File: src/zeus_settings.svh
`ifndef ZEUS_SETTINGS_SVH
`define ZEUS_SETTINGS_SVH

// ----------------------------------------------------------
// Bus widths
// ----------------------------------------------------------
`define ZEUS_ADDR_W      24          // Wishbone address bits
`define ZEUS_DATA_W      8           // Byte wide data path
`define ZEUS_IO_ADDR_W   16          // External peripheral address bits
`define ZEUS_WIN_W       5           // 32 byte peripheral windows

// ----------------------------------------------------------
// Address map
// ----------------------------------------------------------
`define ZEUS_EXP1_BASE   24'h00BF00
`define ZEUS_EXP2_BASE   24'h00BF20
`define ZEUS_AUDIO_BASE  24'h00BF40
`define ZEUS_MMU_BASE    24'h00BFE0
`define ZEUS_ROM_FIRST   24'h00C000  // ROM seen through the IO bridge
`define ZEUS_ROM_LAST    24'h01BFFF
`define ZEUS_VRAM_FIRST  24'hFE0000  // Runs to top of address space

`define ZEUS_RAM_AW      10          // On-chip RAM depth, aliases above
`define ZEUS_VRAM_AW     10          // On-chip VRAM depth, aliases above

`endif

File: src/mmu_regs.sv
`timescale 1ns/1ps
`include "zeus_settings.svh"

module mmu_regs (
	input  logic                    wb_clk_i,
	input  logic                    reset_i,
	input  logic                    stb_i,
	input  logic                    wb_we_i,
	input  logic [`ZEUS_WIN_W-1:0]  wb_adr_i,
	input  logic [`ZEUS_DATA_W-1:0] wb_dat_i,
	output logic                    ack_o,
	output logic [`ZEUS_DATA_W-1:0] dat_o,
	output logic                    rom_disabled_o,
	output logic                    vram_disabled_o
);

	logic [1:0] ctrl_q;     // [0] ROM off, [1] VRAM off
	logic [1:0] ack_sr;     // Accept then ack
	logic       accept;
	logic       sel_ctrl;   // Offset 0 only

	assign accept   = stb_i && !(|ack_sr);  // One accept per transfer
	assign sel_ctrl = (wb_adr_i == '0);

	// ----------------------------------------------------------
	// Control register and handshake
	// ----------------------------------------------------------
	always_ff @(posedge wb_clk_i) begin
		if (reset_i) begin
			ctrl_q <= 2'b00;               // ROM and VRAM both mapped
			ack_sr <= 2'b00;
		end else begin
			ack_sr <= {ack_sr[0], accept};
			if (accept && wb_we_i && sel_ctrl)
				ctrl_q <= wb_dat_i[1:0];     // Upper bits dropped
		end
	end

	// Read data captured at accept, held through ack
	always_ff @(posedge wb_clk_i) begin
		if (accept)
			dat_o <= sel_ctrl ? {{(`ZEUS_DATA_W-2){1'b0}}, ctrl_q} : '0;
	end

	assign ack_o           = ack_sr[1];
	assign rom_disabled_o  = ctrl_q[0];
	assign vram_disabled_o = ctrl_q[1];

	// Single cycle ack pulse
	ack_single: assert property (@(posedge wb_clk_i) disable iff (reset_i)
		ack_o |=> !ack_o);

endmodule

File: config.mk
export PLATFORM = sky130hd
export DESIGN_NAME = mmu_regs
export DESIGN_NICKNAME = d
export VERILOG_FILES = /design/src/mmu_regs.sv
export VERILOG_INCLUDE_DIRS = /design/src /design/src/src
export SDC_FILE = /design/constraint.sdc
export NUM_CORES = 1
export LEC_CHECK = 0
export ABC_CLOCK_PERIOD_IN_PS = 1100
export BUFFER_PORTS_ARGS = -buffer_cell sky130_fd_sc_hd__buf_2
export CAP_MARGIN = 20
export CORE_AREA = 2 2 39 41
export DETAILED_ROUTE_END_ITERATION = 7
export DIE_AREA = 0 0 41 43
export GPL_TIMING_DRIVEN = 0
export HOLD_SLACK_MARGIN = 0.02
export REMOVE_ABC_BUFFERS = 1
export SYNTH_ARGS = -nofsm -noshare
export SYNTH_HDL_FRONTEND = slang
export SYNTH_SLANG_ARGS = --single-unit
File: constraint.sdc
create_clock -name wb_clk_i -period 1.1 [get_ports wb_clk_i]
set_input_delay 0.11 -clock wb_clk_i [delete_from_list [all_inputs] [get_ports wb_clk_i]]
set_output_delay 0.11 -clock wb_clk_i [all_outputs]
set_load 0.03 [all_outputs]
Yosys cells after proc, flatten, opt, wreduce, memory -nomap -nowiden
Cells that the tools add are included.

word-level totals
  output and inout bits = 11
  input port bits = 17
  register bits after elaboration = 12
  word-level logic and storage cells = 10

cells by class
  reductions and logical operators = 6

operators with widths
  operator           number
  $logic_not 5->1    1
  $logic_and 1x1->1  3
  $reduce_or 2->1    1
  $logic_not 1->1    1

Logic depth before layout (Yosys ltp)
  depth after elaboration = 5
  depth in mapped cells = 3
  depth with buffers taken out = 3

Least setup slack after synthesis
OpenSTA, ideal clock, no wires.

  path type = register -> register
  start = reg ack_sr[1]
  end = reg ctrl_q[0]
  arrival = 1.303 ns
  library setup time = 0.072 ns
  period minus slack after synthesis = 1.375 ns
  stages on the path, launching flop included = 4
  setup slack = -0.275 ns
  data required time = 1.028 ns
  buffers on the path = 0
  cell sequence = dfxtp_1 -> or4bb_1 -> nor3_4 -> mux2i_1

on the way
  cells in the longest elaborated chain, start to end = 5

ends and longest elaborated chain
  element                         line            text
  from (decl)                     mmu_regs.sv:18  logic [1:0] ack_sr;
  from (signal assigned)          mmu_regs.sv:33  ack_sr <= {ack_sr[0], accept};
  $reduce_or 2->1                 mmu_regs.sv:22  assign accept = stb_i && !(|ack_sr);
  $logic_not 1->1                 mmu_regs.sv:22
  $logic_and 1x1->1               mmu_regs.sv:22
  $logic_and 1x1->1 (2 in a row)  mmu_regs.sv:34  if (accept && wb_we_i && sel_ctrl)
  to (signal assigned)            mmu_regs.sv:35  ctrl_q <= wb_dat_i[1:0];
  to (decl)                       mmu_regs.sv:17  logic [1:0] ctrl_q;

Every way passes these cells.
A chain may end at the register's enable or synchronous reset.

Worst setup path in the final report
Same ends and word-level chain as after synthesis.

==> reports/summary.md <==
The run finished, with violations left. The checks that failed: setup timing. Once detail routing completed, the nets flagged for antenna violations numbered 0. Between clock sinks in the finished design, the worst skew comes to 0.00387 ns.

The logs give -0.396 ns for the setup total negative slack and 2 for the number of buffers on the longest clock path. In this run the worst path has a maximum fanout of 2. Most frequent standard cell in the layout excluding fill and tap cells: buf_2. The parity-gate share of the synthesized area counting xor and xnor cells works out to 0%. The type of the worst setup path was flop to flop. The tools report the register area as 141 µm².

The total number of H-tree levels came out at 1. Derived from the worst setup path, the maximum achievable clock frequency is 768 MHz. In this run the worst hold path is classified as primary input to flop. The number of I/O pins was 28. The number of warnings printed during yosys synthesis came out at 0. The worst path needs 1.30 ns of the cycle, external delays included. The met2 usage came out at 11.3%. Global routing used 8.12% of the available met1 tracks.

Aggregate global routing overflow: 0. The portion of the clock cycle consumed by the worst path in the final layout was 118%. In the layout the commonest cells are buf_2 (15), conb_1 (6), nand2b_1 (4), dfxtp_1 (3), clkbuf_4 (3). Setup repair after global routing could not meet its margin everywhere. The run gives 0 as the max-slew violation count. The number of maximum-capacitance constraint violations was 0; the initial core utilization was 22.3%. The number of global-route vias before repair is 216, and the wire length after detailed routing is 510 µm.

The die is 41 µm wide. For this run, global-route usage on met3 was measured as 3.14%. The detailed router finished its first iteration with 4 violations. The tools report the hold violation total from the final report as 0.

TritonCTS built the clock tree. The logs give 0.528 mW for the post-layout total power and 65 for the net total in the final layout. The tools report the part of the Yosys area used for sequential elements as 45.3%.

In this run the static leakage power is 0.200 nW. The number of setup violations in the final report came out at 2. The number of clock buffers added by TritonCTS is 3.

The synthesized netlist devotes 0% of its cell area to adder and majority cells. The mapped cell area was 309 µm²; the longest individual stage delay on the worst path was 0.55 ns. Die extent in y: 43 µm. CTS placed an instance of clkbuf_4 at the clock tree root.

For the number of antenna violations at the first check in global routing, the log shows 0. In the final routed layout, each cell accounts on average for 8.23 µm. STA classifies the critical path endpoint as a flop. The global-route wire length before repair is 883 µm. The HPWL after detailed placement is 415 µm. The die covers 1760 µm².

The nature of the critical path startpoint is a flop. Counting tap cells, the placed design contains a total of 58 instances. The cell count after synthesis was 28.

Across all hold checks on the routed design, the worst slack comes to 0.0799 ns. The TritonCTS sink count was 6. The simple logic cell fraction of the synthesized area is 32.4%. The signal on the critical path passes through or4bb_4 > nor3_4 > mux2i_1.

The clock-pin slew reported for the worst setup and hold paths after clock tree synthesis was 0.05 ns. Total routing resource utilization after global routing: 7.96%. The tools report the placer's final routability congestion estimate as 0.661. In this run the power density over the cells is 1260 nW/µm². STA puts the critical path data required time at 1.27 ns. Cells with a size suffix above 1 make up 52.2% of the layout. Combinational family with the most area after synthesis: simple AND/OR/NAND/NOR gates. At the worst endpoint, the arrival time is 1.47 ns.

The via count of the routed design came out at 231. Clock latency on the worst-skew pair, taken at its later pin, is 0.24 ns. Global-route layer with the greatest usage: met2. The remaining routing DRC violations came out at 0. The number of fill cells in the layout was 160.

At the end of the flow the core is filled with cells to 30.2%. Entering global routing, the biggest net connects 7 pins. Hold repair after CTS inserted 0 buffers. For the peak ir drop on the vdd network, the log shows 0.000512 V. The first detailed-routing pass took 3 iterations. The multiplexer fraction of the synthesized cell area was 6.48%.

Summing all multi-input logic gate instances after layout gives 151 µm². The total of buffers placed on input and output ports was 15; the post-placement worst setup slack was -0.222 ns. Number of antenna cells inserted: 0. For the floorplan row count, the log shows 14. For this design, the slowest cell found on the critical path is or4bb_4.

After floorplanning, the core was sized to cover 1380 µm². The worst setup margin was -0.201 ns; the mean post-synth cell area was 11.0 µm². From synthesis to final layout, the design area changed by 35.2%.

The synthesized netlist devotes 0% of its cell area to compound gates. The post-synthesis cell type count was 13; the routed via count divided by cell count was 3.73. The number of non-filler instances in the completed layout was 62; the final design instance area without fill was 418 µm². The flip-flop and latch count after synthesis works out to 6. The placed instance area was 378 µm².
[cell families (layout without fill, tap and decap cells)]
family,Yosys count,in the layout
AND/OR/NAND/NOR,13,13
flip-flops,6,6
multiplexers,2,2
buffers and inverters,6,19
other,1,6
[routing by layer]
layer,vias up,routed length [µm]
li1,119,-
met2,12,271
met1,98,190
met4,0,14
met3,2,33
met5,-,0
[cells in the mapped netlist, drive strengths merged]
master	n	area (µm²)
and2	2	12.5
dfxtp	4	80.1
or4	1	11.3
nor2b	2	12.5
nand2b	4	25.0
or4bb	1	11.3
nor3b	1	7.51
conb	1	3.75
buf	6	45.0
nor2	1	3.75
nor3	1	16.3
mux2i	2	20.0
edfxtp	2	60.1
[registers in the layout (all words and copies together), names as in the netlist]
name    count
dat_o       2
ctrl_q      2
ack_sr      2
[worst max-delay path: cells and delay by family, from the launching register on]
family           cells  cell delay (ns)
and+or+nand+nor      2             0.72
DFF                  1             0.32
muxes                1             0.20
[layout make-up]
| cell class | instances | area share (%) |
|---|---|---|
| flip-flops and latches | 6 | 33.8 |
| well taps | 16 | 4.79 |
| repair buffers | 16 | 19.8 |
| clock buffers | 3 | 5.39 |
| multi-input cells | 21 | 36.2 |
[report_power, final]
group | total, mW | internal, mW | switching (mW)
Combinational | 0.0871 | 0.0309 | 0.0562
Sequential | 0.241 | 0.238 | 0.00354
Clock | 0.200 | 0.123 | 0.0767
[path summary, 6_finish.rpt]
check / cells past startpoint / to / slack [ns] / startpoint
worst max-delay path: 3 / ctrl_q[0] / -0.20 / ack_sr[1]
worst min-delay path: 2 / ack_sr[1] / 0.08 / reset_i
worst max register to register: 3 / ctrl_q[0] / -0.20 / ack_sr[1]
worst min register to register: 2 / ctrl_q[1] / 0.48 / ctrl_q[1]
[repair_timing]
| item | 4_1_cts | 5_1_grt |
|---|---|---|
| buffers inserted | 1 | 0 |
| endpoints found under the setup margin | 2 | 2 |
| gates resized for setup | 3 | 0 |
Power figures use the tool's default switching activity.
