--- config.mk ---
export PLATFORM = sky130hd
export DESIGN_NAME = bus_decoder
export DESIGN_NICKNAME = d
export VERILOG_FILES = /design/src/zeus_pkg.sv /design/src/bus_decoder.sv
export VERILOG_INCLUDE_DIRS = /design/src /design/src/src
export SDC_FILE = /design/constraint.sdc
export NUM_CORES = 1
export LEC_CHECK = 0
export ABC_AREA = 0
export BUFFER_PORTS_ARGS = -buffer_cell sky130_fd_sc_hd__buf_2
export CORE_AREA = 3 3 40 42
export DETAILED_ROUTE_END_ITERATION = 10
export DIE_AREA = 0 0 43 45
export PLACE_DENSITY = 0.49
export SYNTH_ARGS = -nofsm -noshare
export SYNTH_HDL_FRONTEND = slang
export SYNTH_SLANG_ARGS = --single-unit
--- constraint.sdc ---
create_clock -name vclk -period 1.55
set_input_delay 0.155 -clock vclk [all_inputs]
set_output_delay 0.155 -clock vclk [all_outputs]
set_load 0.01 [all_outputs]
--- src/zeus_settings.svh ---
`ifndef ZEUS_SETTINGS_SVH
`define ZEUS_SETTINGS_SVH

// ----------------------------------------------------------
// Bus widths
// ----------------------------------------------------------
`define ZEUS_ADDR_W      24          // Wishbone address bits
`define ZEUS_DATA_W      8           // Byte wide data path
`define ZEUS_IO_ADDR_W   16          // External peripheral address bits
`define ZEUS_WIN_W       5           // 32 byte peripheral windows

// ----------------------------------------------------------
// Address map
// ----------------------------------------------------------
`define ZEUS_EXP1_BASE   24'h00BF00
`define ZEUS_EXP2_BASE   24'h00BF20
`define ZEUS_AUDIO_BASE  24'h00BF40
`define ZEUS_MMU_BASE    24'h00BFE0
`define ZEUS_ROM_FIRST   24'h00C000  // ROM seen through the IO bridge
`define ZEUS_ROM_LAST    24'h01BFFF
`define ZEUS_VRAM_FIRST  24'hFE0000  // Runs to top of address space

`define ZEUS_RAM_AW      10          // On-chip RAM depth, aliases above
`define ZEUS_VRAM_AW     10          // On-chip VRAM depth, aliases above

`endif

--- src/zeus_pkg.sv ---
package zeus_pkg;

	// ----------------------------------------------------------
	// Bus targets
	// ----------------------------------------------------------

	// One entry per decoded window
	typedef enum logic [2:0] {
		TGT_EXP1  = 3'd0,  // Expansion slot 1 on the IO bus
		TGT_EXP2  = 3'd1,  // Expansion slot 2 on the IO bus
		TGT_AUDIO = 3'd2,  // Audio controller on the IO bus
		TGT_ROM   = 3'd3,  // External ROM, reads only
		TGT_MMU   = 3'd4,  // Memory management registers
		TGT_VRAM  = 3'd5,  // Video memory store
		TGT_RAM   = 3'd6   // Default target
	} target_e;

	// ----------------------------------------------------------
	// IO bridge handshake
	// ----------------------------------------------------------

	// Four phase request and acknowledge
	typedef enum logic [1:0] {
		IO_IDLE    = 2'd0,  // Waiting for a strobe
		IO_REQ     = 2'd1,  // Request low until device acks
		IO_RELEASE = 2'd2,  // Request high until device lets go
		IO_DONE    = 2'd3   // Ack cycle, master drops stb
	} io_state_e;

endpackage

--- src/bus_decoder.sv ---
`timescale 1ns/1ps
`include "zeus_settings.svh"

module bus_decoder (
	input  logic [`ZEUS_ADDR_W-1:0] wb_adr_i,
	input  logic                    wb_we_i,
	input  logic                    rom_disabled_i,
	input  logic                    vram_disabled_i,
	output zeus_pkg::target_e       target_sel_o
);
	import zeus_pkg::*;

	logic hit_exp1;
	logic hit_exp2;
	logic hit_audio;
	logic hit_mmu;
	logic hit_rom;
	logic hit_vram;

	// Compare everything above the window offset
	function automatic logic in_window(
		input logic [`ZEUS_ADDR_W-1:0] adr,
		input logic [`ZEUS_ADDR_W-1:0] base
	);
		return adr[`ZEUS_ADDR_W-1:`ZEUS_WIN_W] == base[`ZEUS_ADDR_W-1:`ZEUS_WIN_W];
	endfunction

	// ----------------------------------------------------------
	// Window hits
	// ----------------------------------------------------------
	assign hit_exp1  = in_window(wb_adr_i, `ZEUS_EXP1_BASE);
	assign hit_exp2  = in_window(wb_adr_i, `ZEUS_EXP2_BASE);
	assign hit_audio = in_window(wb_adr_i, `ZEUS_AUDIO_BASE);
	assign hit_mmu   = in_window(wb_adr_i, `ZEUS_MMU_BASE);

	// Writes into ROM range fall to RAM
	assign hit_rom = !rom_disabled_i && !wb_we_i
		&& (wb_adr_i >= `ZEUS_ROM_FIRST) && (wb_adr_i <= `ZEUS_ROM_LAST);

	// No upper bound needed, window ends at top of map
	assign hit_vram = !vram_disabled_i && (wb_adr_i >= `ZEUS_VRAM_FIRST);

	// ----------------------------------------------------------
	// Priority select
	// ----------------------------------------------------------
	always_comb begin
		if (hit_exp1)
			target_sel_o = TGT_EXP1;
		else if (hit_exp2)
			target_sel_o = TGT_EXP2;
		else if (hit_audio)
			target_sel_o = TGT_AUDIO;
		else if (hit_mmu)
			target_sel_o = TGT_MMU;          // Before ROM so regs stay reachable
		else if (hit_rom)
			target_sel_o = TGT_ROM;
		else if (hit_vram)
			target_sel_o = TGT_VRAM;
		else
			target_sel_o = TGT_RAM;          // Dropped peripheral windows land here too
	end

endmodule

* After elaboration in Yosys (flattened, before gate mapping)
Cells that the tools add are included.
** Operators by class
- Magnitude comparators :: 3
- Reductions and logical operators :: 7
- Multiplexer cells :: 6
- Equal/unequal tests :: 4
** Operator list (number)
- 19-bit by 11-bit equality test with 1-bit output (second input constant) :: 4
- 24-bit by 16-bit greater-or-equal comparator with 1-bit output (second input constant) :: 1
- 24-bit greater-or-equal comparator (second input constant) :: 1
- 24-bit by 17-bit <= comparator with 1-bit output (second input constant) :: 1
- 3-bit two-way mux :: 5
- 1-bit logical AND :: 4
- 1-bit logical NOT :: 3
- 2-bit two-way mux :: 1
** Word-level totals
- Register bits :: 0
- Bits of input ports :: 27
- Word-level logic and storage cells :: 20
- Output and inout port bits :: 3

* Logic depth before layout (Yosys ltp)
- Depth in word-level cells :: 9
- Depth in mapped cells :: 4
- Gate-level depth less buffers :: 4

* Least setup slack after synthesis
Ideal clock, no wire load.
- Kind :: input -> output
- Start point :: in wb_adr_i[5]
- End point :: out target_sel_o[0]
- Required time :: 1.395 ns
- Stages on the path :: 4
- Arrival :: 1.071 ns
- Path slack :: 0.324 ns
- Path buffers :: 0
- Path through :: nand4_1 or4_1 a21oi_2 a211o_1
** On the way
- Cells in the longest elaborated chain, start to end :: 8
- Elaborated cells between the ends (all ways) :: 16
- Classes of those cells :: 3 x order compare; 4 x eq/ne; 6 x mux; 3 x reduce/logical
** Ends and longest elaborated chain
- from (decl) :: line bus_decoder.sv:5 : input logic [`ZEUS_ADDR_W-1:0] wb_adr_i,
- 24-bit greater-or-equal comparator (no line) / 24-bit by 16-bit greater-or-equal comparator with 1-bit output (equally long branches)
- 1-bit logical AND (on tied branches) :: line bus_decoder.sv:41, bus_decoder.sv:37
- 2-bit two-way mux / 1-bit logical AND (equally long branches) :: line bus_decoder.sv:57, bus_decoder.sv:37
- 3-bit two-way mux :: line bus_decoder.sv:55 : else if (hit_rom)
- 3-bit two-way mux :: line bus_decoder.sv:53 : else if (hit_mmu)
- 3-bit two-way mux :: line bus_decoder.sv:51 : else if (hit_audio)
- 3-bit two-way mux :: line bus_decoder.sv:49 : else if (hit_exp2)
- 3-bit two-way mux (*) :: line bus_decoder.sv:47 : if (hit_exp1)
- to (decl) :: line bus_decoder.sv:9 : output zeus_pkg::target_e target_sel_o
Mark *: on every way between the ends. The rest lies on a longest branch, timed or not.

* Worst setup path after layout
- Start point :: in wb_adr_i[6]
- End point :: out target_sel_o[0]
The elaborated chain is that of the path after synthesis.

==> summary.txt <==
status = finished, final reports clean
initial antenna violation count = 0
Syn Inst Count = 29
Final Hold Viols = 0
Peak supply drop = 0.0461 mV
CLK BUF = 0
TNS Setup = 0 ns
top cells by area, synth = nand4b_1 19%, nand4_1 17%, nor4_1 10%
Hold WC Path Type = in -> out
met1 Use GR = 0.105
Die Y = 45 um
post-synth top area share = 0.188
register area = 0 sq um
# fillers = 149
Post-Syn Area per Cell = 6.43 sq um
cts hold-fix bufs = 0
vias in the first global route = 312
Worst Path Arrival = 1.31 ns
Leakage = 0.000159 uW
multi-input logic area = 193 sq um
Synth top cells by count = 5 x nand4_1, 4 x nand4b_1, 4 x nor2_1, 3 x nor4_1
Worst Tran Pin Value = 0.307 ns
largest net degree at the start of global routing = 6
cell taking the most area after synthesis = nand4b_1
Area growth, synth to finish = 98.0%
slowest cell delay on critical path = 0.53 ns
IO buf count = 30
Final #Nets = 89
via count = 362
DRT Pass-1 Iters = 3
crit-path max FO = 3
core footprint = 0.00128 sq mm
Yosys warning total = 0
Post-CTS Setup Inserts = 0
fraction of layout cells with a size suffix above 1 = 0.567
Ports = 30
post-DP HPWL = 714 um
critical path required time = 1.39 ns
post-cts repair resize count = 0
fin crit share = 0.948
met2 track demand over resource = 0.132
ant diodes = 0
Setup-failing EPs final = 0
most used cell, CP = buf_2
Initial Util = 0.145
row count = 13
max_cap viols = 0
fmax = 0.681 GHz
Routed Wire Length = 757 um
Tmin final = 1.47 ns
crit end category = primary output
unrepaired setup endpoints after global routing = no
crit path launch type = input port
slowest stage cell, crit path = or4_1
Critical Path, Cell by Cell = buf_2, nand4_1, or4_1, a21oi_2, a211o_1, buf_2
worst rel slew slack = 0.794
Die Width = 43 um
first-pass GRT wire length = 1200 um
Residual DRC = 0
DR iter-0 viols = 1
Via density = 4.83
post-synthesis sequential area ratio = 0
Slew Viols, Final = 0
GPL Wtd Cong = 0.768
Pwr Total = 57.5 uW
Cell variety after synth = 15
wire length per cell after detailed routing = 10.1 um
Power Density = 156 mW/mm^2
antenna-violating nets left = 0
GRT Residual Overflow = 0
Total GRT Usage = 0.0746
Seq cells = 0
Cell Area, Synth = 186 sq um
die area = 0.00194 sq mm
WS Path Type = in -> out
met3 usage = 0.00797
most instantiated library cell after synthesis = nand4_1
Syn Nets = 56
busiest layer in global routing = met2
where the power goes:
group	switching, uW	internal, uW	total, uW
clock	0	0	0
combinational	24.6	32.9	57.5
sequential	0	0	0
cells by family (layout without fill, tap and decap cells):
logic type | count (synthesis) | count (layout) | share of synthesized area
simple gates | 25 | 25 | 0.839
buf+inv | 0 | 31 | 0
compound gates | 4 | 4 | 0.161
worst paths after layout:
| check | from | end | slack [ns] | depth (start not counted) |
|---|---|---|---|---|
| max | wb_adr_i[6] | target_sel_o[0] | 0.08 | 6 |
| min | wb_adr_i[5] | target_sel_o[0] | 0.63 | 3 |
critical path, delay by kind of cell:
family                 cells  cell delay (ns)
AOI/OAI and AO/OA          2             0.29
buffers and inverters      2             0.23
and+or+nand+nor            2             0.65
area by class of cell:
class	instances	share of cell area
multi-input combinational	29	0.522
tap	15	0.0508
timing repair buffer	31	0.427
metrics by stage:
step | setup slack, ns | util | hold WS (ns) | cells | instance area (sq um)
floorplan | 0.324 | - | 0.448 | 29 | 186
global placement | 0.0762 | 0.282 | 0.634 | 75 | 363
detailed placement | 0.0672 | 0.282 | 0.637 | 75 | 363
CTS | 0.0553 | 0.282 | 0.637 | 75 | 363
global route | 0.00857 | 0.287 | 0.662 | 75 | 369
finish | 0.0812 | 0.287 | 0.632 | 75 | 369
routing by layer:
metal,wire length (um),vias up
met5,0,-
met1,320,152
met3,104,0
met2,332,20
li1,-,190
met4,0,0
cell usage in the layout (no fill, tap or decap):
| cell | n |
|---|---|
| nand4b_1 | 4 |
| or4_1 | 1 |
| nor4bb_1 | 1 |
| nand3_1 | 1 |
| a21oi_1 | 1 |
| a211o_1 | 1 |
| nor2_1 | 4 |
| a211oi_1 | 1 |
| a21oi_2 | 1 |
| nor4_2 | 1 |
| nand2b_1 | 1 |
| nand2_1 | 2 |
| and4_2 | 1 |
| nand4_1 | 5 |
| buf_2 | 30 |
| nor3_1 | 2 |
| buf_4 | 1 |
| nor4_1 | 2 |
Note: power is estimated with default switching activity, not from simulation.
