**src/zeus_settings.svh**
```systemverilog
`ifndef ZEUS_SETTINGS_SVH
`define ZEUS_SETTINGS_SVH

// ----------------------------------------------------------
// Bus widths
// ----------------------------------------------------------
`define ZEUS_ADDR_W      24          // Wishbone address bits
`define ZEUS_DATA_W      8           // Byte wide data path
`define ZEUS_IO_ADDR_W   16          // External peripheral address bits
`define ZEUS_WIN_W       5           // 32 byte peripheral windows

// ----------------------------------------------------------
// Address map
// ----------------------------------------------------------
`define ZEUS_EXP1_BASE   24'h00BF00
`define ZEUS_EXP2_BASE   24'h00BF20
`define ZEUS_AUDIO_BASE  24'h00BF40
`define ZEUS_MMU_BASE    24'h00BFE0
`define ZEUS_ROM_FIRST   24'h00C000  // ROM seen through the IO bridge
`define ZEUS_ROM_LAST    24'h01BFFF
`define ZEUS_VRAM_FIRST  24'hFE0000  // Runs to top of address space

`define ZEUS_RAM_AW      10          // On-chip RAM depth, aliases above
`define ZEUS_VRAM_AW     10          // On-chip VRAM depth, aliases above

`endif

```
**src/zeus_pkg.sv**
```systemverilog
package zeus_pkg;

	// ----------------------------------------------------------
	// Bus targets
	// ----------------------------------------------------------

	// One entry per decoded window
	typedef enum logic [2:0] {
		TGT_EXP1  = 3'd0,  // Expansion slot 1 on the IO bus
		TGT_EXP2  = 3'd1,  // Expansion slot 2 on the IO bus
		TGT_AUDIO = 3'd2,  // Audio controller on the IO bus
		TGT_ROM   = 3'd3,  // External ROM, reads only
		TGT_MMU   = 3'd4,  // Memory management registers
		TGT_VRAM  = 3'd5,  // Video memory store
		TGT_RAM   = 3'd6   // Default target
	} target_e;

	// ----------------------------------------------------------
	// IO bridge handshake
	// ----------------------------------------------------------

	// Four phase request and acknowledge
	typedef enum logic [1:0] {
		IO_IDLE    = 2'd0,  // Waiting for a strobe
		IO_REQ     = 2'd1,  // Request low until device acks
		IO_RELEASE = 2'd2,  // Request high until device lets go
		IO_DONE    = 2'd3   // Ack cycle, master drops stb
	} io_state_e;

endpackage

```
**src/bus_intercon.sv**
```systemverilog
`timescale 1ns/1ps
`include "zeus_settings.svh"

module bus_intercon (
	input  logic                    wb_stb_i,
	input  logic                    wb_cyc_i,
	input  zeus_pkg::target_e       target_sel_i,
	output logic                    io_stb_o,
	output logic                    mmu_stb_o,
	output logic                    vram_stb_o,
	output logic                    ram_stb_o,
	input  logic                    io_ack_i,
	input  logic                    mmu_ack_i,
	input  logic                    vram_ack_i,
	input  logic                    ram_ack_i,
	input  logic [`ZEUS_DATA_W-1:0] io_dat_i,
	input  logic [`ZEUS_DATA_W-1:0] mmu_dat_i,
	input  logic [`ZEUS_DATA_W-1:0] vram_dat_i,
	input  logic [`ZEUS_DATA_W-1:0] ram_dat_i,
	output logic                    wb_ack_o,
	output logic [`ZEUS_DATA_W-1:0] wb_dat_o
);
	import zeus_pkg::*;

	logic stb;          // Strobe qualified by cycle
	logic [3:0] acks;   // Raw acks from every target

	assign stb  = wb_stb_i && wb_cyc_i;
	assign acks = {io_ack_i, mmu_ack_i, vram_ack_i, ram_ack_i};

	// ----------------------------------------------------------
	// Strobe steering and return mux
	// ----------------------------------------------------------
	always_comb begin
		io_stb_o   = 1'b0;
		mmu_stb_o  = 1'b0;
		vram_stb_o = 1'b0;
		ram_stb_o  = 1'b0;
		wb_ack_o   = 1'b0;
		wb_dat_o   = '0;           // Unselected targets read as zero

		case (target_sel_i)
			TGT_EXP1, TGT_EXP2, TGT_AUDIO, TGT_ROM: begin
				io_stb_o = stb;         // All external windows share the bridge
				wb_ack_o = io_ack_i;
				wb_dat_o = io_dat_i;
			end
			TGT_MMU: begin
				mmu_stb_o = stb;
				wb_ack_o  = mmu_ack_i;
				wb_dat_o  = mmu_dat_i;
			end
			TGT_VRAM: begin
				vram_stb_o = stb;
				wb_ack_o   = vram_ack_i;
				wb_dat_o   = vram_dat_i;
			end
			default: begin
				ram_stb_o = stb;
				wb_ack_o  = ram_ack_i;
				wb_dat_o  = ram_dat_i;
			end
		endcase
	end

	// Targets only ack while the master still holds strobe
	always_comb begin
		assert (stb || ((|acks) !== 1'b1))
			else $error("target ack seen without a bus strobe");
	end

endmodule

```
**config.mk**
```make
export PLATFORM = sky130hd
export DESIGN_NAME = bus_intercon
export DESIGN_NICKNAME = d
export VERILOG_FILES = /design/src/zeus_pkg.sv /design/src/bus_intercon.sv
export VERILOG_INCLUDE_DIRS = /design/src /design/src/src
export SDC_FILE = /design/constraint.sdc
export NUM_CORES = 1
export LEC_CHECK = 0
export BUFFER_PORTS_ARGS = -buffer_cell sky130_fd_sc_hd__buf_4
export CORE_AREA = 4 4 41 43
export DETAILED_ROUTE_END_ITERATION = 10
export DIE_AREA = 0 0 45 47
export PLACE_DENSITY = 0.74
export SYNTH_ARGS = -nofsm -noshare
export SYNTH_HDL_FRONTEND = slang
export SYNTH_SLANG_ARGS = --single-unit
```
**constraint.sdc**
```tcl
create_clock -name vclk -period 2.4
set_clock_uncertainty 0.2 [all_clocks]
set_input_delay 0.36 -clock vclk [all_inputs]
set_output_delay 0.36 -clock vclk [all_outputs]
set_load 0.02 [all_outputs]
```
* After elaboration in Yosys (flattened, before gate mapping)
Index checks and enable logic that the tools add are counted.
Storage, ports and cells: register bits after elaboration 0, latch bits 0, RAM bits 0, bits in read-only memories 0, input bits 41, output and inout port bits 13, word-level logic and storage cells 15, memories 0
Cells by class: $add $sub $neg 0, multiply operators 0, div/mod/pow operators 0, order comparisons 0, eq/ne operators 5, shift operators 0, muxes and demuxes 6, bitwise logic cells 0, reductions and logical operators 4
Operator list (number):
- $pmux 8 s3 | 1
- $eq 3x2->1 const B | 2
- $eq 3x3->1 const B | 2
- $reduce_or 6->1 | 1
- $mux 1 | 4
- $reduce_or 4->1 | 1
- $eq 3x1->1 const B | 1
- $logic_not 3->1 | 1
- $pmux 1 s3 | 1
- $logic_and 1x1->1 | 1

* Depth between registers and ports, before layout
word-level depth 3, gate-level depth with buffers 3, mapped depth without buffers 2

* Least setup slack after synthesis
No wires, ideal clock.
path type input -> output, start input target_sel_i[2], end output mmu_stb_o, arrival time 1.229 ns, required time 1.840 ns, slack 0.611 ns, cell stages on the path 3, buffers on the path 1, cells stage by stage nor2b_1 -> buf_2 -> nor3b_1
Between the ends: longest elaborated chain between the ends 2
Ends and longest elaborated chain:
- from (decl) | RTL line bus_intercon.sv:7 | input zeus_pkg::target_e target_sel_i,
- $eq 3x3->1 | RTL line bus_intercon.sv:42 | case (target_sel_i)
- $mux 1 | RTL line bus_intercon.sv:42
- to (decl) | RTL line bus_intercon.sv:9 | output logic mmu_stb_o,
No other way between the ends.

* Final worst setup path
start input target_sel_i[0], end output wb_dat_o[6]
Between the ends: longest elaborated chain between the ends 3, elaborated cells on any way between the ends 8, classes of those cells eq/ne: 5; mux: 1; reduce/logical: 2
Ends and longest elaborated chain:
- $eq 3x1->1, or another cell as far along | RTL line bus_intercon.sv:42
- $reduce_or 4->1 | RTL line bus_intercon.sv:42
- $pmux 8 s3 * | RTL line bus_intercon.sv:42
- to (decl) | RTL line bus_intercon.sv:21 | output logic [`ZEUS_DATA_W-1:0] wb_dat_o
Every way passes the cells marked *; elsewhere a longest branch is shown, timed or not.

==> metrics <==
Logic pwr share=1.000; CP Cell Sequence=buf_4, mux2_2, a221o_1, buf_4; I/O Pins=54; synthesized area=346.6 µm²; Seq pwr share=0; pwr/cell area=~200 nW/µm²; sequential cell count=0; Top Family by Delay on Critical Path=buffers and inverters; clock share of power=0; number of diodes=0; area of the core=1301 µm²; Synth Area in Adders=0; Int Pwr=about 0.095 mW; initial antenna violation count=0; TNS Setup=0 ns; first-pass detailed-route iteration total=2; vias in the first global route=a little over 500; Crit path required time=around 1.8 ns; top cells by area, synth=mux2_4 35%, a221o_1 26%, nor2b_1 18%; mux cell area share after synthesis=0.3791; status=finished, final reports clean; Net Count, Synth=79; post-synthesis compound-gate area fraction=0.2599; minimum clock period=1.936 ns; Setup crit end kind=output port; Routed Antenna Nets=0; clkbuf count=0; Max Used Layer=met3; pre-CTS setup slack=between 0.4 and 0.5 ns; Switching Share=0.3758; Via density=4.904; Max Cap Viol=0; routed length per instance=13.82 µm; Post-Route WL=about 1400 µm; Synth area leader=mux2_4; Syn Inst Count=38; CP max stage cell=mux2_2; Tcrit/Tclk final=0.8068; Synth cell types=13; synth warn=0; syn_area_per_cell=slightly above 9 µm²; Layout Nets=132; Initial Util=0.2663; Die Span Y=~47 µm; Max Slew Vio Count=0; Worst Setup Slack, final=between 0.4 and 0.5 ns; critical path class=in2out; Final GP Congestion=0.6449; first-pass GRT wire length=approximately 2100 µm; Area Growth Syn to Fin=117.3%; Simple-Gate Fraction of Synth Area=0.2888; Worst Setup Start Kind=primary input; Total GRT Usage=0.1306; I/O Buffers=54; Final Setup Violations=0; Yosys top cell area share=0.3466; die width=45 µm; DR iter-0 viols=5; slew margin rel.=0.7517; CP most frequent cell=buf_4; DIE AREA=2115 µm²; Synth Area in XOR/XNOR=0; post-CTS setup buffers=0; layout cells sized above 1=0.7303; Resize count post-CTS=0; met2 wire length=approximately 800 µm; Worst Path Buf+Inv=2; total global routing overflow=0; RSZ-0062 raised after global routing=no; Vias=between 500 and 600; Sw Pwr=around 0.057 mW; Final Hold Vio Count=0; CP peak stage delay=about 0.35 ns; Seq/Total Area, Yosys=0; Slew @ Worst Pin=approximately 0.37 ns; WL met1=about 450 µm; CP startpoint=target_sel_i[0]; largest family of logic cells by synthesized area=multiplexers; Post-route DRC=0; worst min-delay path class=in2out; Rows=13; critical path arrival=around 1.4 ns; Max Fanout on Critical Path=11; met3 wire length=~210 µm; FF/Latch Area=0 µm²; cell with the most instances after synthesis=nor2b_1; P_leak=between 0.4 and 0.5 nW; hold_buf cts=0; top cells by count, synth=10 x nor2b_1, 9 x a221o_1, 8 x mux2_4, 2 x buf_2; peak supply drop=a little under 0.09 mV; worst min-delay path startpoint=ram_dat_i[0]; pin count of the biggest net entering global routing=13; Fmax=about 0.52 GHz
-- path summary, 6_finish.rpt --
path,cells past startpoint,end
setup / recovery,4,wb_dat_o[6]
hold / removal,3,wb_dat_o[0]
-- power by group through the flow --
stage | Combinational, mW | Sequential, mW | Clock, mW
after floorplan | 0.0752 | 0 | 0
after global placement | 0.152 | 0 | 0
after detailed placement | 0.155 | 0 | 0
after CTS | 0.155 | 0 | 0
after global routing | 0.164 | 0 | 0
final | 0.153 | 0 | 0
-- tightest hold or removal path, delay by kind of cell --
kind / cells / cell delay, ns
buf+inv: 2 / 0.21
compound gates: 1 / 0.12
-- per-layer routing --
layer  track usage  up-vias
met4             0        0
met1        0.1348      230
li1              -      252
met5             0        -
met3       0.03448        0
met2        0.2740       28
-- layout make-up --
type,instances,area (µm²)
fill,135,548.0
timing repair buffer,55,412.9
multi-input combinational,34,321.6
tap,15,18.77
-- cell usage in the layout (no fill, tap or decap) --
cell     count
and2_1       1
nor3b_1      1
nor2b_1     10
nor2_1       1
nand2_1      1
a221o_1      9
mux2_2       1
and4_2       1
and3_1       1
buf_4       55
mux2_4       8
-- cell families (layout without fill, tap and decap cells) --
group,Yosys count,in the layout
AND/OR/NAND/NOR,16,16
AO/OA/AOI/OAI,9,9
multiplexers,9,9
buffers and inverters,4,55
-- through the flow --
step | cell area [µm²] | power, mW | hold WS, ns | utilization | instances
after floorplan | 346.6 | 0.07523 | 0.6664 | - | 38
after global placement | 753.2 | 0.1523 | 0.8454 | 0.5788 | 104
after detailed placement | 753.2 | 0.1546 | 0.8523 | 0.5788 | 104
after CTS | 753.2 | 0.1549 | 0.8525 | 0.5788 | 104
after global routing | 753.2 | 0.1644 | 0.8632 | 0.5788 | 104
final | 753.2 | 0.1528 | 0.8489 | 0.5788 | 104
No activity file was read; power rests on OpenSTA's default activity.
