### config.mk
export PLATFORM = sky130hd
export DESIGN_NAME = async_io_bridge
export DESIGN_NICKNAME = d
export VERILOG_FILES = /design/src/zeus_pkg.sv /design/src/async_io_bridge.sv
export VERILOG_INCLUDE_DIRS = /design/src /design/src/src
export SDC_FILE = /design/constraint.sdc
export NUM_CORES = 1
export LEC_CHECK = 0
export ABC_AREA = 1
export BUFFER_PORTS_ARGS = -buffer_cell sky130_fd_sc_hd__buf_4
export CAP_MARGIN = 15
export CORE_MARGIN = 2
export CORE_UTILIZATION = 45
export CTS_CLUSTER_DIAMETER = 150
export DETAILED_ROUTE_END_ITERATION = 12
export GPL_TIMING_DRIVEN = 0
export HOLD_SLACK_MARGIN = 0.12
export PLACE_DENSITY = 0.77
export SLEW_MARGIN = 40
export SYNTH_ARGS = -nofsm -noshare
export SYNTH_HDL_FRONTEND = slang
export SYNTH_SLANG_ARGS = --single-unit
### constraint.sdc
create_clock -name wb_clk_i -period 2.22 [get_ports wb_clk_i]
set_input_delay 0.222 -clock wb_clk_i [delete_from_list [all_inputs] [get_ports wb_clk_i]]
set_output_delay 0.222 -clock wb_clk_i [all_outputs]
set_load 0.05 [all_outputs]
### src/zeus_settings.svh
`ifndef ZEUS_SETTINGS_SVH
`define ZEUS_SETTINGS_SVH

// ----------------------------------------------------------
// Bus widths
// ----------------------------------------------------------
`define ZEUS_ADDR_W      24          // Wishbone address bits
`define ZEUS_DATA_W      8           // Byte wide data path
`define ZEUS_IO_ADDR_W   16          // External peripheral address bits
`define ZEUS_WIN_W       5           // 32 byte peripheral windows

// ----------------------------------------------------------
// Address map
// ----------------------------------------------------------
`define ZEUS_EXP1_BASE   24'h00BF00
`define ZEUS_EXP2_BASE   24'h00BF20
`define ZEUS_AUDIO_BASE  24'h00BF40
`define ZEUS_MMU_BASE    24'h00BFE0
`define ZEUS_ROM_FIRST   24'h00C000  // ROM seen through the IO bridge
`define ZEUS_ROM_LAST    24'h01BFFF
`define ZEUS_VRAM_FIRST  24'hFE0000  // Runs to top of address space

`define ZEUS_RAM_AW      10          // On-chip RAM depth, aliases above
`define ZEUS_VRAM_AW     10          // On-chip VRAM depth, aliases above

`endif

### src/zeus_pkg.sv
package zeus_pkg;

	// ----------------------------------------------------------
	// Bus targets
	// ----------------------------------------------------------

	// One entry per decoded window
	typedef enum logic [2:0] {
		TGT_EXP1  = 3'd0,  // Expansion slot 1 on the IO bus
		TGT_EXP2  = 3'd1,  // Expansion slot 2 on the IO bus
		TGT_AUDIO = 3'd2,  // Audio controller on the IO bus
		TGT_ROM   = 3'd3,  // External ROM, reads only
		TGT_MMU   = 3'd4,  // Memory management registers
		TGT_VRAM  = 3'd5,  // Video memory store
		TGT_RAM   = 3'd6   // Default target
	} target_e;

	// ----------------------------------------------------------
	// IO bridge handshake
	// ----------------------------------------------------------

	// Four phase request and acknowledge
	typedef enum logic [1:0] {
		IO_IDLE    = 2'd0,  // Waiting for a strobe
		IO_REQ     = 2'd1,  // Request low until device acks
		IO_RELEASE = 2'd2,  // Request high until device lets go
		IO_DONE    = 2'd3   // Ack cycle, master drops stb
	} io_state_e;

endpackage

### src/async_io_bridge.sv
`timescale 1ns/1ps
`include "zeus_settings.svh"

module async_io_bridge (
	input  logic                       wb_clk_i,
	input  logic                       reset_i,
	input  logic                       stb_i,
	input  logic                       wb_we_i,
	input  logic [`ZEUS_ADDR_W-1:0]    wb_adr_i,
	input  logic [`ZEUS_DATA_W-1:0]    wb_dat_i,
	input  zeus_pkg::target_e          target_sel_i,
	output logic                       ack_o,
	output logic [`ZEUS_DATA_W-1:0]    dat_o,
	output logic [`ZEUS_IO_ADDR_W-1:0] io_addr_o,
	output logic [`ZEUS_DATA_W-1:0]    io_data_o,
	output logic                       io_data_oe_o,
	output logic                       io_read_req_n_o,
	output logic                       io_write_req_n_o,
	output logic                       io_exp1_n_o,
	output logic                       io_exp2_n_o,
	output logic                       io_audio_n_o,
	output logic                       io_rom_n_o,
	input  logic [`ZEUS_DATA_W-1:0]    io_data_i,
	input  logic                       io_ack_n_i
);
	import zeus_pkg::*;

	io_state_e                  state_q;
	logic [1:0]                 ack_n_sync_q;  // [1] is safe to use
	logic                       ack_seen;      // Device ack, synced
	logic                       start;
	logic [`ZEUS_ADDR_W-1:0]    rom_off;
	logic [`ZEUS_IO_ADDR_W-1:0] next_addr;

	assign ack_seen = !ack_n_sync_q[1];
	assign start    = (state_q == IO_IDLE) && stb_i;
	assign rom_off  = wb_adr_i - `ZEUS_ROM_FIRST;   // ROM starts at external 0000

	// Peripherals only see their window offset
	always_comb begin
		if (target_sel_i == TGT_ROM)
			next_addr = rom_off[`ZEUS_IO_ADDR_W-1:0];
		else
			next_addr = {{(`ZEUS_IO_ADDR_W-`ZEUS_WIN_W){1'b0}}, wb_adr_i[`ZEUS_WIN_W-1:0]};
	end

	// Device ack is asynchronous
	always_ff @(posedge wb_clk_i) begin
		if (reset_i)
			ack_n_sync_q <= 2'b11;
		else
			ack_n_sync_q <= {ack_n_sync_q[0], io_ack_n_i};
	end

	// ----------------------------------------------------------
	// Handshake FSM
	// ----------------------------------------------------------
	always_ff @(posedge wb_clk_i) begin
		if (reset_i) begin
			state_q          <= IO_IDLE;
			ack_o            <= 1'b0;
			io_data_oe_o     <= 1'b0;
			io_read_req_n_o  <= 1'b1;
			io_write_req_n_o <= 1'b1;
			io_exp1_n_o      <= 1'b1;
			io_exp2_n_o      <= 1'b1;
			io_audio_n_o     <= 1'b1;
			io_rom_n_o       <= 1'b1;
		end else begin
			ack_o <= 1'b0;                  // Pulse only
			case (state_q)
				IO_IDLE: if (start) begin
					io_read_req_n_o  <= wb_we_i;
					io_write_req_n_o <= !wb_we_i;
					io_data_oe_o     <= wb_we_i;  // Drive bus on writes
					io_exp1_n_o      <= (target_sel_i != TGT_EXP1);
					io_exp2_n_o      <= (target_sel_i != TGT_EXP2);
					io_audio_n_o     <= (target_sel_i != TGT_AUDIO);
					io_rom_n_o       <= (target_sel_i != TGT_ROM);
					state_q          <= IO_REQ;
				end
				IO_REQ: if (ack_seen) begin
					io_read_req_n_o  <= 1'b1;     // Data latched this edge
					io_write_req_n_o <= 1'b1;
					state_q          <= IO_RELEASE;
				end
				IO_RELEASE: if (!ack_seen) begin
					io_data_oe_o <= 1'b0;
					io_exp1_n_o  <= 1'b1;
					io_exp2_n_o  <= 1'b1;
					io_audio_n_o <= 1'b1;
					io_rom_n_o   <= 1'b1;
					ack_o        <= 1'b1;
					state_q      <= IO_DONE;
				end
				default: state_q <= IO_IDLE;    // IO_DONE lets stb drop
			endcase
		end
	end

	// Payload registers
	always_ff @(posedge wb_clk_i) begin
		if (start) begin
			io_addr_o <= next_addr;
			io_data_o <= wb_dat_i;
		end
		if ((state_q == IO_REQ) && ack_seen)
			dat_o <= io_data_i;
	end

	req_exclusive: assert property (@(posedge wb_clk_i) disable iff (reset_i)
		io_read_req_n_o || io_write_req_n_o);

	// A live request always has exactly one chip select
	req_has_cs: assert property (@(posedge wb_clk_i) disable iff (reset_i)
		!(io_read_req_n_o && io_write_req_n_o)
		|-> $countones({io_exp1_n_o, io_exp2_n_o, io_audio_n_o, io_rom_n_o}) == 3);

endmodule

# Yosys cells after proc, flatten, opt, wreduce, memory -nomap -nowiden

Cells that the tools add are included.

Memories: 0
Bits in latches: 0
RAM bits: 0
Register bits: 44
Logic and storage cells: 59
Input port bits: 48
Bits in read-only memories: 0

Bitwise logic cells: 1
Multiplexer cells: 22
Div/mod/pow operators: 0
Reduce and logical (&&, ||, !) cells: 12
Equal/unequal tests: 9
Add/subtract/negate cells: 1
Order comparisons: 0
Shift-type cells: 0
$mul: 0

Operators with widths:

| cell                                                   | number |
|---|---|
| subtractor 16 bit (second input constant)              | 1 |
| case mux 1 bit (2 select lines)                        | 7 |
| two-way mux 1 bit                                      | 10 |
| AND reduction 3 bit                                    | 3 |
| two-way mux 2 bit                                      | 3 |
| inequality test 2 bit (second input constant)          | 3 |
| inequality test 3 x 2 -> 1 bit (second input constant) | 2 |
| case mux 2 bit (3 select lines)                        | 1 |
| two-way mux 5 bit                                      | 1 |
| nonzero test 2 bit                                     | 2 |
| == test 3 x 2 -> 1 bit (second input constant)         | 1 |
| inequality test 3 x 1 -> 1 bit (second input constant) | 1 |
| nonzero test 3 bit                                     | 1 |
| == test 2 x 1 -> 1 bit (second input constant)         | 1 |
| == test 2 bit (second input constant)                  | 1 |
| logical AND 1 bit                                      | 2 |
| zero test 1 bit                                        | 2 |
| zero test 2 bit                                        | 1 |
| OR reduction 2 bit                                     | 1 |
| NOT 1 bit                                              | 1 |

# Longest topological paths before layout

Depth after elaboration: 4
Mapped depth: 9
Depth with buffers taken out: 9

# Least setup slack after synthesis

No wires, ideal clock.

Path kind: register to register
From: register state_q[0]
To: register io_addr_o[0] (enable)
Clock period less this slack: 1.550 ns
Setup slack: 0.670 ns
Data arrival time: 1.171 ns
Buffers on the path: 0
Cell stages (with the launch flop): 5
Path through: dfxtp_1 > inv_1 > ha_1 > nand2_1 > inv_1

Longest elaborated chain between the ends: 2

RTL lines:

| what                   | RTL line               | RTL |
|---|---|---|
| from (decl)            | async_io_bridge.sv:28  | `io_state_e state_q;` |
| from (signal assigned) | async_io_bridge.sv:60  | `state_q <= IO_IDLE;` |
| from (signal assigned) | async_io_bridge.sv:80  | `state_q <= IO_REQ;` |
| from (signal assigned) | async_io_bridge.sv:85  | `state_q <= IO_RELEASE;` |
| zero test 2 bit        | async_io_bridge.sv:36  | `assign start = (state_q == IO_IDLE) && stb_i;` |
| logical AND 1 bit      | async_io_bridge.sv:36  |  |
| via start              | async_io_bridge.sv:31  | `logic start;` |
| to (signal assigned)   | async_io_bridge.sv:104 | `io_addr_o <= next_addr;` |
| to (decl)              | async_io_bridge.sv:14  | `` output logic [`ZEUS_IO_ADDR_W-1:0] io_addr_o, `` |

The timed path passes the listed nets, and every way through them passes these cells.
A chain may end at the register's enable or synchronous reset.

# Worst setup path after layout

From: register state_q[1]
To: register io_addr_o[13] (enable)

The elaborated chain is that of the path after synthesis.

==> flow_summary_export.csv <==
group,metric,value,unit
final_layout,postLayoutCellArea,2751,sq um
global_route,overflow,0,
min_path,hold_path.startpoint,"wb_adr_i[14]",
cts,cts_root_buf,"clkbuf_8",
final_layout,n_antenna_cell,0,
route,vias,1316,
synth,synth_top_area_share,54.82,%
setup_path,crit_arrival,1.45,ns
final_layout,mostFrequentLayoutCells,"79 x buf_4, 32 x edfxtp_1, 28 x nand2_1",
cts,clk_pin_slew_worst_paths,0.08,ns
sta,final.min_clock_period,1.514,ns
synth,synthCells,139,
setup_path,crit_path_max_fanout,24,
run_status,outcome,"completed",
setup_path,cp-startpoint,"state_q[1]$_SDFFE_PP0P_",
cts,post_cts_resized,0,
sta,clock.fmax,660.6,MHz
placed_design,port_buffers,79,
sta,fin_setup_tns,0,ns
sta,tightest_slew,0.5946,ns
floorplan,start_util,47.17,%
placed_design,dpl_cell_area,2406,sq um
cts,cts_buffer_depth,2,
sta,fin_crit_sh,68.18,%
route,ant_nets,0,
synth,ys_warn_count,0,
final_layout,regArea,1201,sq um
cts,clk_latency,0.29,ns
synth,syn_nets,192,
final_layout,final_common_cell,"buf_4",
route,finalWirelength,3637,um
setup_path,r2r_cells,4,
sta,slew_headroom,60.22,%
power_and_ir_drop,ir_worst_vdd,0.6767,mV
final_layout,post-route-util,74.04,%
global_route,antenna_found_initial,0,
setup_path,end_kind,"flop",
run,cap_viol_max_count,0,
cts,cts_sinks,44,
placed_design,dp_hpwl,2611,um
sta,worst_slack,0.7063,ns
final_layout,nets,301,
sta,fin_worst_skew,0.003786,ns
synth,synth_top_family_by_area,"simple AND/OR/NAND/NOR gates",
sta,rsz0062_at_grt,"false",
cts,post_cts_buffers,0,
global_route,grt_pass1_vias,1234,
power_and_ir_drop,leakagePower,1.246,nW
setup_path,start_kind,"flop",
floorplan,rows,22,
final_layout,multi_input_area,454.2,sq um
synth,ys_types,21,
route,firstDrtPassIters,4,
final_layout,drive_gt1_share,44.98,%
synth,synthMuxAreaShare,0,%
sta,slew_viol_final,0,
min_path,hold_depth,2,
synth,yosys.area_share.simple,21.56,%
synth,syn_area,1753,sq um
global_route,grt_usage,17.49,%
setup_path,reg2reg_to,"io_addr_o[13]$_SDFFCE_PP0P_",
placed_design,pre_cts_slack,0.7098,ns
synth,synth-compound-area-share,0.2855,%
floorplan,dieArea,4411,sq um
placed_design,gp_congestion,0.7779,
route,drt_iter0_markers,67,
power_and_ir_drop,powerDensity,1118,nW/um^2
final_layout,fillers,264,
sta,setup_viol_count_final,0,
setup_path,regToRegSetupSlack,0.71,ns
sta,hold_viol,0,
floorplan,io_pins,88,
cts,cts_hold_buffers,23,
synth,synth.largest_area_cell,"edfxtp_1",
setup_path,r2r-start,"state_q[1]$_SDFFE_PP0P_",
floorplan,core,3716,sq um
synth,synth-seq-area-share,68.52,%
final_layout,syn2layout_area_growth,56.96,%
global_route,grt_max_degree,25,
cts,htreeDepth,2,
global_route,grt_pass1_wl,5651,um
min_path,hold_path_end,"io_addr_o[14]$_SDFFCE_PP0P_",
route,drc,0,
synth,synthAdderAreaFrac,3.569,%
route,wl_per_cell,12.25,um
min_path,hold_class,"input port to flop",
cts,cts_tree,"built",
floorplan,die_y,66.42,um
cts,cts_buffers,5,
synth,synthXorXnorAreaFrac,0.4996,%
route,viasPerCell,4.431,
setup_path,crit_type,"flop to flop",
setup_path,cp.required,2.16,ns
synth,ys_seq_elements,44,
synth,avgSynthCellArea,12.61,sq um
sta,holdWs,0.2131,ns
synth,ys_top_cells_by_area,"edfxtp_1 55%, dfxtp_1 14%, nand2_1 6.0%",
floorplan,die_w,66.42,um
-- worst max path at each step --
stage               slack (ns)                           to  depth (start not counted)
finish                    0.71  io_addr_o[13]$_SDFFCE_PP0P_                          4
global route              0.58           dat_o[4]$_DFFE_PP_                          4
detailed placement        0.71   io_addr_o[7]$_SDFFCE_PP0P_                          4
floorplan                 0.67       io_addr_o[0]$_DFFE_PP_                          4
global placement          0.43       io_addr_o[4]$_DFFE_PP_                          4
CTS                       0.69           dat_o[2]$_DFFE_PP_                          4
-- per-layer routing --
layer | part of all wire, % | GRT usage [%] | vias to the layer above | wire length (um)
met2 | 50 | 30.75 | 58 | 1835
li1 | - | - | 664 | -
met3 | 7.3 | 4.940 | 3 | 267
met4 | 0.80 | 4.592 | 0 | 29
met1 | 41 | 20.91 | 591 | 1505
met5 | 0 | 0 | - | 0
-- synthesized netlist by cell type, drive strengths merged --
cell type / n
dfxtp: 12
nand3: 12
nand2: 31
nand3b: 1
nor2: 20
clkinv: 1
xnor2: 1
buf: 1
edfxtp: 32
a21oi: 1
ha: 5
or2: 3
inv: 19
-- worst max-delay path: stages, from the launching register on --
cell	delay, ns
dfxtp_1	0.33
inv_1	0.12
ha_1	0.20
nand2_1	0.11
inv_2	0.38
-- power breakdown --
part | internal [mW] | switching (mW)
clock | 0.339 | 0.280
sequential | 1.09 | 0.0706
combinational | 0.396 | 0.904
-- registers in the layout, indices dropped and copies added, names as in the netlist --
| register | count |
|---|---|
| ack_o | 1 |
| io_read_req_n_o | 1 |
| io_data_o | 8 |
| state_q | 2 |
| io_rom_n_o | 1 |
| io_exp1_n_o | 1 |
| dat_o | 8 |
| io_audio_n_o | 1 |
| io_addr_o | 16 |
| io_write_req_n_o | 1 |
| io_data_oe_o | 1 |
| ack_n_sync_q | 2 |
| io_exp2_n_o | 1 |
-- stage by stage --
step / instances / total power, mW
after detailed placement: 266 / 2.453
after floorplan: 139 / 2.081
after global placement: 266 / 2.433
after CTS: 297 / 3.103
final: 297 / 3.077
after global routing: 297 / 3.240
-- cell families after synthesis --
kind of cell,after synthesis
and+or+nand+nor,67
DFF,44
buffers and inverters,21
adders and majority gates,5
AOI/OAI and AO/OA,1
xor gates and xnor gates,1
-- layout make-up --
type                    instances  area share (%)
clock buffers                   5           2.501
multi-input cells              74           16.51
clock inverters                 3           1.683
plain buffers                   1          0.5457
well taps                      48           2.183
inverters                      20           3.001
repair buffers                102           29.92
flip-flops and latches         44           43.66
(Power assumes the default switching activity.)
